**config.mk**
```make
export PLATFORM = sky130hd
export DESIGN_NAME = yuv_to_rgb_core
export DESIGN_NICKNAME = d
export VERILOG_FILES = /design/src/rtl/ctrl_pkg.sv /design/src/rtl/pixel_pkg.sv /design/src/rtl/chroma_upsampler.sv /design/src/rtl/rgb_converter.sv /design/src/rtl/yuv_to_rgb_core.sv
export VERILOG_INCLUDE_DIRS = /design/src /design/src/include
export SDC_FILE = /design/constraint.sdc
export NUM_CORES = 2
export LEC_CHECK = 0
export BUFFER_PORTS_ARGS = -buffer_cell sky130_fd_sc_hd__buf_4
export CORE_ASPECT_RATIO = 1.75
export CORE_MARGIN = 4
export CORE_UTILIZATION = 28
export DETAILED_ROUTE_END_ITERATION = 7
export GPL_ROUTABILITY_DRIVEN = 0
export SYNTH_ARGS = -nofsm -noshare
export SYNTH_HDL_FRONTEND = slang
export SYNTH_HIERARCHICAL = 1
export SYNTH_SLANG_ARGS = --single-unit
```
**constraint.sdc**
```tcl
create_clock -name CLOCK_50_I -period 8.85 [get_ports CLOCK_50_I]
set_clock_uncertainty 0.1 [all_clocks]
set_input_delay 0.885 -clock CLOCK_50_I [delete_from_list [all_inputs] [get_ports CLOCK_50_I]]
set_output_delay 0.885 -clock CLOCK_50_I [all_outputs]
set_load 0.1 [all_outputs]
```
**src/include/yuv_defs.svh**
```systemverilog
`ifndef YUV_DEFS_SVH
`define YUV_DEFS_SVH

// Six-tap chroma interpolation
`define TAP_OUTER     21
// Middle tap is subtracted
`define TAP_MID       52
`define TAP_INNER     159
`define CHROMA_ROUND  128
`define CHROMA_SHIFT  8

// Offsets removed before the matrix
`define LUMA_OFFSET   16
`define CHROMA_OFFSET 128

// Fixed-point colour matrix, scaled by 2^16
`define COEF_Y        76284
`define COEF_RV       104595
`define COEF_GU       25624
`define COEF_GV       53281
`define COEF_BU       132251
`define RGB_SHIFT     16

// Upper clip for chroma and colour channels
`define CHANNEL_MAX   255

// Row geometry, in pixel pairs (at least 4)
`define ROW_PAIRS     160
// Pairs held back by the filter window
`define LOOKAHEAD     3

`endif

```
**src/rtl/ctrl_pkg.sv**
```systemverilog
`default_nettype none

package ctrl_pkg;

	// Row phase of a chroma upsampler
	typedef enum logic [1:0] {
		UPS_FILL,
		UPS_RUN,
		UPS_FLUSH
	} ups_state_t;

endpackage

`default_nettype wire

```
**src/rtl/pixel_pkg.sv**
```systemverilog
`default_nettype none

package pixel_pkg;

	// Raw luma or chroma sample
	typedef logic [7:0] sample_t;

	// Filter accumulator, wide enough for the full six-tap sum
	typedef logic signed [19:0] tap_sum_t;

	// Matrix products and their sums
	typedef logic signed [31:0] product_t;

	// Colour channel after clipping
	typedef logic [7:0] channel_t;

endpackage

`default_nettype wire

```
**src/rtl/chroma_upsampler.sv**
```systemverilog
`timescale 1ns/1ps
`default_nettype none

`include "yuv_defs.svh"

module chroma_upsampler (
	input  logic               CLOCK_50_I,
	input  logic               resetn,
	input  logic               pair_strobe,
	input  pixel_pkg::sample_t chroma_in,
	output logic               out_strobe,
	output pixel_pkg::sample_t chroma_even,
	output pixel_pkg::sample_t chroma_odd
);

	import pixel_pkg::*;
	import ctrl_pkg::*;

	localparam int CNT_W = $clog2(`ROW_PAIRS + `LOOKAHEAD + 1);

	ups_state_t state;
	logic [CNT_W-1:0] pair_cnt;

	// Index 0 is the newest sample, index 5 the oldest
	sample_t win [6];
	sample_t win_next [6];
	sample_t shift_sample;
	logic shift_en;
	logic emit;

	tap_sum_t outer_sum;
	tap_sum_t mid_sum;
	tap_sum_t inner_sum;
	tap_sum_t filt_sum;
	tap_sum_t filt_shifted;
	sample_t odd_clipped;

	////////////////////////////////////////
	// Window control
	////////////////////////////////////////

	always_comb begin
		shift_en = 1'b0;
		shift_sample = chroma_in;
		case (state)
			UPS_FILL, UPS_RUN: shift_en = pair_strobe;
			UPS_FLUSH: begin
				// Last sample of the row repeats into the newer slots
				shift_en = 1'b1;
				shift_sample = win[0];
			end
			default: shift_en = 1'b0;
		endcase
		emit = (state == UPS_RUN && pair_strobe) || state == UPS_FLUSH;
	end

	always_comb begin
		for (int i = 0; i < 6; i++) begin
			win_next[i] = win[i];
		end
		if (shift_en) begin
			win_next[0] = shift_sample;
			for (int i = 1; i < 6; i++) begin
				// First sample of a row fills the older slots too
				if (state == UPS_FILL && pair_cnt == '0)
					win_next[i] = shift_sample;
				else
					win_next[i] = win[i-1];
			end
		end
	end

	////////////////////////////////////////
	// Odd chroma filter
	////////////////////////////////////////

	// Window slot 3 is pair j, slot 0 is j+3
	always_comb begin
		outer_sum = tap_sum_t'(win_next[5]) + tap_sum_t'(win_next[0]);
		mid_sum = tap_sum_t'(win_next[4]) + tap_sum_t'(win_next[1]);
		inner_sum = tap_sum_t'(win_next[3]) + tap_sum_t'(win_next[2]);
		filt_sum = tap_sum_t'(`TAP_OUTER * outer_sum - `TAP_MID * mid_sum
			+ `TAP_INNER * inner_sum + `CHROMA_ROUND);
		filt_shifted = filt_sum >>> `CHROMA_SHIFT;
		if (filt_shifted < 0)
			odd_clipped = '0;
		else if (filt_shifted > `CHANNEL_MAX)
			odd_clipped = sample_t'(`CHANNEL_MAX);
		else
			odd_clipped = filt_shifted[7:0];
	end

	////////////////////////////////////////
	// Row FSM
	////////////////////////////////////////

	always_ff @(posedge CLOCK_50_I or negedge resetn) begin
		if (!resetn) begin
			state <= UPS_FILL;
			pair_cnt <= '0;
			out_strobe <= 1'b0;
		end else begin
			out_strobe <= emit;
			case (state)
				UPS_FILL: begin
					if (pair_strobe) begin
						pair_cnt <= pair_cnt + 1'b1;
						if (pair_cnt == CNT_W'(`LOOKAHEAD - 1))
							state <= UPS_RUN;
					end
				end
				UPS_RUN: begin
					if (pair_strobe) begin
						pair_cnt <= pair_cnt + 1'b1;
						if (pair_cnt == CNT_W'(`ROW_PAIRS - 1))
							state <= UPS_FLUSH;
					end
				end
				UPS_FLUSH: begin
					// Three trailing pairs drain on consecutive cycles
					if (pair_cnt == CNT_W'(`ROW_PAIRS + `LOOKAHEAD - 1)) begin
						pair_cnt <= '0;
						state <= UPS_FILL;
					end else begin
						pair_cnt <= pair_cnt + 1'b1;
					end
				end
				default: state <= UPS_FILL;
			endcase
		end
	end

	always_ff @(posedge CLOCK_50_I) begin
		win <= win_next;
		if (emit) begin
			chroma_even <= win_next[3];
			chroma_odd <= odd_clipped;
		end
	end

endmodule

`default_nettype wire

```
**src/rtl/rgb_converter.sv**
```systemverilog
`timescale 1ns/1ps
`default_nettype none

`include "yuv_defs.svh"

module rgb_converter (
	input  logic                CLOCK_50_I,
	input  logic                resetn,
	input  logic                pair_strobe,
	input  logic                chroma_strobe,
	input  pixel_pkg::sample_t  y_even,
	input  pixel_pkg::sample_t  y_odd,
	input  pixel_pkg::sample_t  u_even,
	input  pixel_pkg::sample_t  u_odd,
	input  pixel_pkg::sample_t  v_even,
	input  pixel_pkg::sample_t  v_odd,
	output logic                rgb_strobe,
	output pixel_pkg::channel_t r_even,
	output pixel_pkg::channel_t g_even,
	output pixel_pkg::channel_t b_even,
	output pixel_pkg::channel_t r_odd,
	output pixel_pkg::channel_t g_odd,
	output pixel_pkg::channel_t b_odd
);

	import pixel_pkg::*;

	// Luma waits here for the delayed chroma
	sample_t ly_even [4];
	sample_t ly_odd [4];
	logic [1:0] wr_ptr;
	logic [1:0] rd_ptr;

	// Index 0 is the even pixel, 1 the odd one
	sample_t pix_y [2];
	sample_t pix_u [2];
	sample_t pix_v [2];

	logic s1_valid;
	product_t y_term [2];
	product_t rv_term [2];
	product_t gu_term [2];
	product_t gv_term [2];
	product_t bu_term [2];

	function automatic channel_t clip_channel(input product_t sum);
		product_t shifted;
		shifted = sum >>> `RGB_SHIFT;
		if (shifted < 0)
			return '0;
		else if (shifted > `CHANNEL_MAX)
			return channel_t'(`CHANNEL_MAX);
		return shifted[7:0];
	endfunction

	////////////////////////////////////////
	// Luma queue
	////////////////////////////////////////

	always_ff @(posedge CLOCK_50_I or negedge resetn) begin
		if (!resetn) begin
			wr_ptr <= '0;
			rd_ptr <= '0;
		end else begin
			if (pair_strobe)
				wr_ptr <= wr_ptr + 1'b1;
			if (chroma_strobe)
				rd_ptr <= rd_ptr + 1'b1;
		end
	end

	always_ff @(posedge CLOCK_50_I) begin
		if (pair_strobe) begin
			ly_even[wr_ptr] <= y_even;
			ly_odd[wr_ptr] <= y_odd;
		end
	end

	assign pix_y[0] = ly_even[rd_ptr];
	assign pix_y[1] = ly_odd[rd_ptr];
	assign pix_u[0] = u_even;
	assign pix_u[1] = u_odd;
	assign pix_v[0] = v_even;
	assign pix_v[1] = v_odd;

	////////////////////////////////////////
	// Multiply and sum pipeline
	////////////////////////////////////////

	// Stage one, ten products per pair
	always_ff @(posedge CLOCK_50_I) begin
		if (chroma_strobe) begin
			for (int p = 0; p < 2; p++) begin
				y_term[p] <= `COEF_Y * (product_t'(pix_y[p]) - `LUMA_OFFSET);
				rv_term[p] <= `COEF_RV * (product_t'(pix_v[p]) - `CHROMA_OFFSET);
				gu_term[p] <= `COEF_GU * (product_t'(pix_u[p]) - `CHROMA_OFFSET);
				gv_term[p] <= `COEF_GV * (product_t'(pix_v[p]) - `CHROMA_OFFSET);
				bu_term[p] <= `COEF_BU * (product_t'(pix_u[p]) - `CHROMA_OFFSET);
			end
		end
	end

	// Stage two, channel sums and clip
	always_ff @(posedge CLOCK_50_I) begin
		if (s1_valid) begin
			r_even <= clip_channel(y_term[0] + rv_term[0]);
			g_even <= clip_channel(y_term[0] - gu_term[0] - gv_term[0]);
			b_even <= clip_channel(y_term[0] + bu_term[0]);
			r_odd <= clip_channel(y_term[1] + rv_term[1]);
			g_odd <= clip_channel(y_term[1] - gu_term[1] - gv_term[1]);
			b_odd <= clip_channel(y_term[1] + bu_term[1]);
		end
	end

	always_ff @(posedge CLOCK_50_I or negedge resetn) begin
		if (!resetn) begin
			s1_valid <= 1'b0;
			rgb_strobe <= 1'b0;
		end else begin
			s1_valid <= chroma_strobe;
			rgb_strobe <= s1_valid;
		end
	end

endmodule

`default_nettype wire

```
**src/rtl/yuv_to_rgb_core.sv**
```systemverilog
`timescale 1ns/1ps
`default_nettype none

module yuv_to_rgb_core (
	input  logic                CLOCK_50_I,
	input  logic                resetn,
	input  logic                pair_strobe,
	input  pixel_pkg::sample_t  y_even,
	input  pixel_pkg::sample_t  y_odd,
	input  pixel_pkg::sample_t  u_in,
	input  pixel_pkg::sample_t  v_in,
	output logic                rgb_strobe,
	output pixel_pkg::channel_t r_even,
	output pixel_pkg::channel_t g_even,
	output pixel_pkg::channel_t b_even,
	output pixel_pkg::channel_t r_odd,
	output pixel_pkg::channel_t g_odd,
	output pixel_pkg::channel_t b_odd
);

	import pixel_pkg::*;

	logic chroma_strobe;
	sample_t u_even;
	sample_t u_odd;
	sample_t v_even;
	sample_t v_odd;

	chroma_upsampler u_upsampler (
		.CLOCK_50_I  (CLOCK_50_I),
		.resetn      (resetn),
		.pair_strobe (pair_strobe),
		.chroma_in   (u_in),
		.out_strobe  (chroma_strobe),
		.chroma_even (u_even),
		.chroma_odd  (u_odd)
	);

	// Same strobes as the U side, so its strobe is not needed
	chroma_upsampler v_upsampler (
		.CLOCK_50_I  (CLOCK_50_I),
		.resetn      (resetn),
		.pair_strobe (pair_strobe),
		.chroma_in   (v_in),
		.out_strobe  (),
		.chroma_even (v_even),
		.chroma_odd  (v_odd)
	);

	rgb_converter converter (
		.CLOCK_50_I    (CLOCK_50_I),
		.resetn        (resetn),
		.pair_strobe   (pair_strobe),
		.chroma_strobe (chroma_strobe),
		.y_even        (y_even),
		.y_odd         (y_odd),
		.u_even        (u_even),
		.u_odd         (u_odd),
		.v_even        (v_even),
		.v_odd         (v_odd),
		.rgb_strobe    (rgb_strobe),
		.r_even        (r_even),
		.g_even        (g_even),
		.b_even        (b_even),
		.r_odd         (r_odd),
		.g_odd         (g_odd),
		.b_odd         (b_odd)
	);

endmodule

`default_nettype wire

```
==> results.md <==
- Outcome: complete, but fails checks
- Failing checks: setup timing
- Syn. warnings: 6
- Setup violators final: 8
- Global-route wire length before repair: 210000 um
- Fmax: about 110 MHz
- Post-route cell area: ~63000 um^2
- Final hold slack: between 0.06 and 0.07 ns
- Worst Path Required: between 9 and 10 ns
- Worst rel slew slack: a little over a fifth
- DRC Markers: 0
- H-Tree Depth: 2
- Multi-input gate area: between 30000 and 40000 um^2
- Layout area overhead: 16.0%
- # IOs: 84
- Worst-path fanout max: 8
- Worst Tran Pin Value: ~1.2 ns
- Mapped Cells: 5292
- Number of port buffers: 83
- Maximum clock path buffer count: 3
- Register area: 14800 um^2
- Full die area: 203000 um^2
- Max cap viols: 0
- Die Width: 342 um
- Vias: a little under 40000
- Syn Nets: 6869
- Fin. Hold Viols: 0
- Critical Path Source Type: register
- Worst min-delay path class: primary input to asynchronous set/reset pin
- Die H: about 590 um
- Total CTS buffers: 53
- Syn_area_per_cell: 10.3 um^2
- Hold_buf cts: 0
- Clock-pin slew on the worst setup and hold paths: around 0.070 ns
- Most common cell after layout, fill and taps aside: ha_1
- Layout fillers: roughly 20000
- Final ANT Viol Nets: 0
- Layout cells sized above 1: about an eighth
- Post-DP HPWL: 111000 um
- Nets: just over 7000
- Root Buffer: clkbuf_16
- Final Max Tran Viols: 0
- Overflow after GRT: 0
- Initial DRC Count: about 1400
- Vias in the first global route: between 40000 and 50000
- DR pass1 iterations: 5
- Drt total wl: ~130000 um
- Unrepaired setup endpoints after global routing: yes
- Placement Setup Slack: -0.364 ns
- Initial core utilization: 28.2%
- WL/cell: around 16 um
- Worst skew pair latency: about 0.67 ns
- Most frequent cells in the layout: ha_1 (1173), inv_1 (904), edfxtp_1 (406)
- CP max-delay cell: fa_1
- Standard-cell rows: 214
- CP arrival: 9.47 ns
- Tcrit/Tclk final: 102%
- CTS tree: built
- Most used cell, CP: a21oi_2
- Post-layout util: approximately a third
- Reg2reg setup slack: -0.19 ns
- Crit. End Element: register
- Slowest stage delay, CP: approximately 0.56 ns
- Final worst slack: -0.188 ns
- Placed Instance Area: between 60000 and 70000 um^2
- Initial antenna violation count: 4
- Crit path kind: register to register
- Gr usage total: 12.9%
- Largest net degree at the start of global routing: 145
- Post-layout minimum cycle time: ~9 ns
- CTS Sinks: around 530
- Synthesized cell area: 54800 um^2
- Core area: 194000 um^2
- Reg2Reg Launch Point: u_upsampler/state[0]
- Average vias per placed instance: roughly 4.7
- Crit path launch: u_upsampler/state[0]
## layer usage
layer / track usage, % / wire, um
met1: 12.3 / 46600
met2: 26.7 / 75500
met3: 1.04 / 2600
met4: 6.61 / 7580
met5: 0 / 16
## worst paths after layout
check,end,cells past startpoint
setup / recovery,u_upsampler/chroma_odd[5],45
hold / removal,converter/s1_valid,1
setup reg to reg,u_upsampler/chroma_odd[5],45
max in group asynchronous,converter/rd_ptr[1],1
min in group CLOCK_50_I,converter/ly_even[3][0],1
hold reg to reg,v_upsampler/win[12],2
## critical path, delay by kind of cell, from the launching register on
kind,cells,cell delay [ns]
fa+ha+maj,10,3.46
compound gates,15,2.17
simple gates,8,1.77
buf+inv,9,0.70
flops,1,0.40
xor+xnor,3,0.35
## flip-flops by register name (all words and copies together), names as in the netlist, 8 cells and up
| signal | flops |
|---|---|
| converter/gv_term | 52 |
| converter/b_odd | 8 |
| converter/rv_term | 50 |
| converter/ly_odd | 32 |
| v_upsampler/win | 48 |
| converter/b_even | 8 |
| u_upsampler/win | 48 |
| converter/g_odd | 8 |
| u_upsampler/chroma_odd | 8 |
| v_upsampler/pair_cnt | 8 |
| converter/r_even | 8 |
| converter/r_odd | 8 |
| converter/y_term | 55 |
| converter/g_even | 8 |
| converter/gu_term | 45 |
| v_upsampler/chroma_even | 8 |
| converter/ly_even | 32 |
| u_upsampler/chroma_even | 8 |
| converter/bu_term | 60 |
| v_upsampler/chroma_odd | 8 |
| u_upsampler/pair_cnt | 8 |
## through the flow
step / instances / setup TNS (ns)
after floorplan: 5292 / 0
after global placement: 8181 / -3.02
after detailed placement: 8181 / -5.11
after CTS: 8303 / -0.884
after global routing: 8322 / -6.68
final: 8322 / -1.38
## timing repair
item                       CTS  global route
resized for setup           69            94
setup buffers               23            18
pin swaps                   87           103
setup endpoints to repair   16            16
## layout make-up
cell class / count / area share, %
timing repair buffer: 381 / 4.63
clock buffer: 59 / 2.17
sequential: 529 / 23.3
inverter: 927 / 5.49
clock inverter: 40 / 0.627
multi-input combinational: 3793 / 58.7
antenna: 1 / 0.00394
tap: 2592 / 5.11
Power is not shown: default switching activity piles up to over one toggle a cycle in this logic, so the estimate is an artifact.
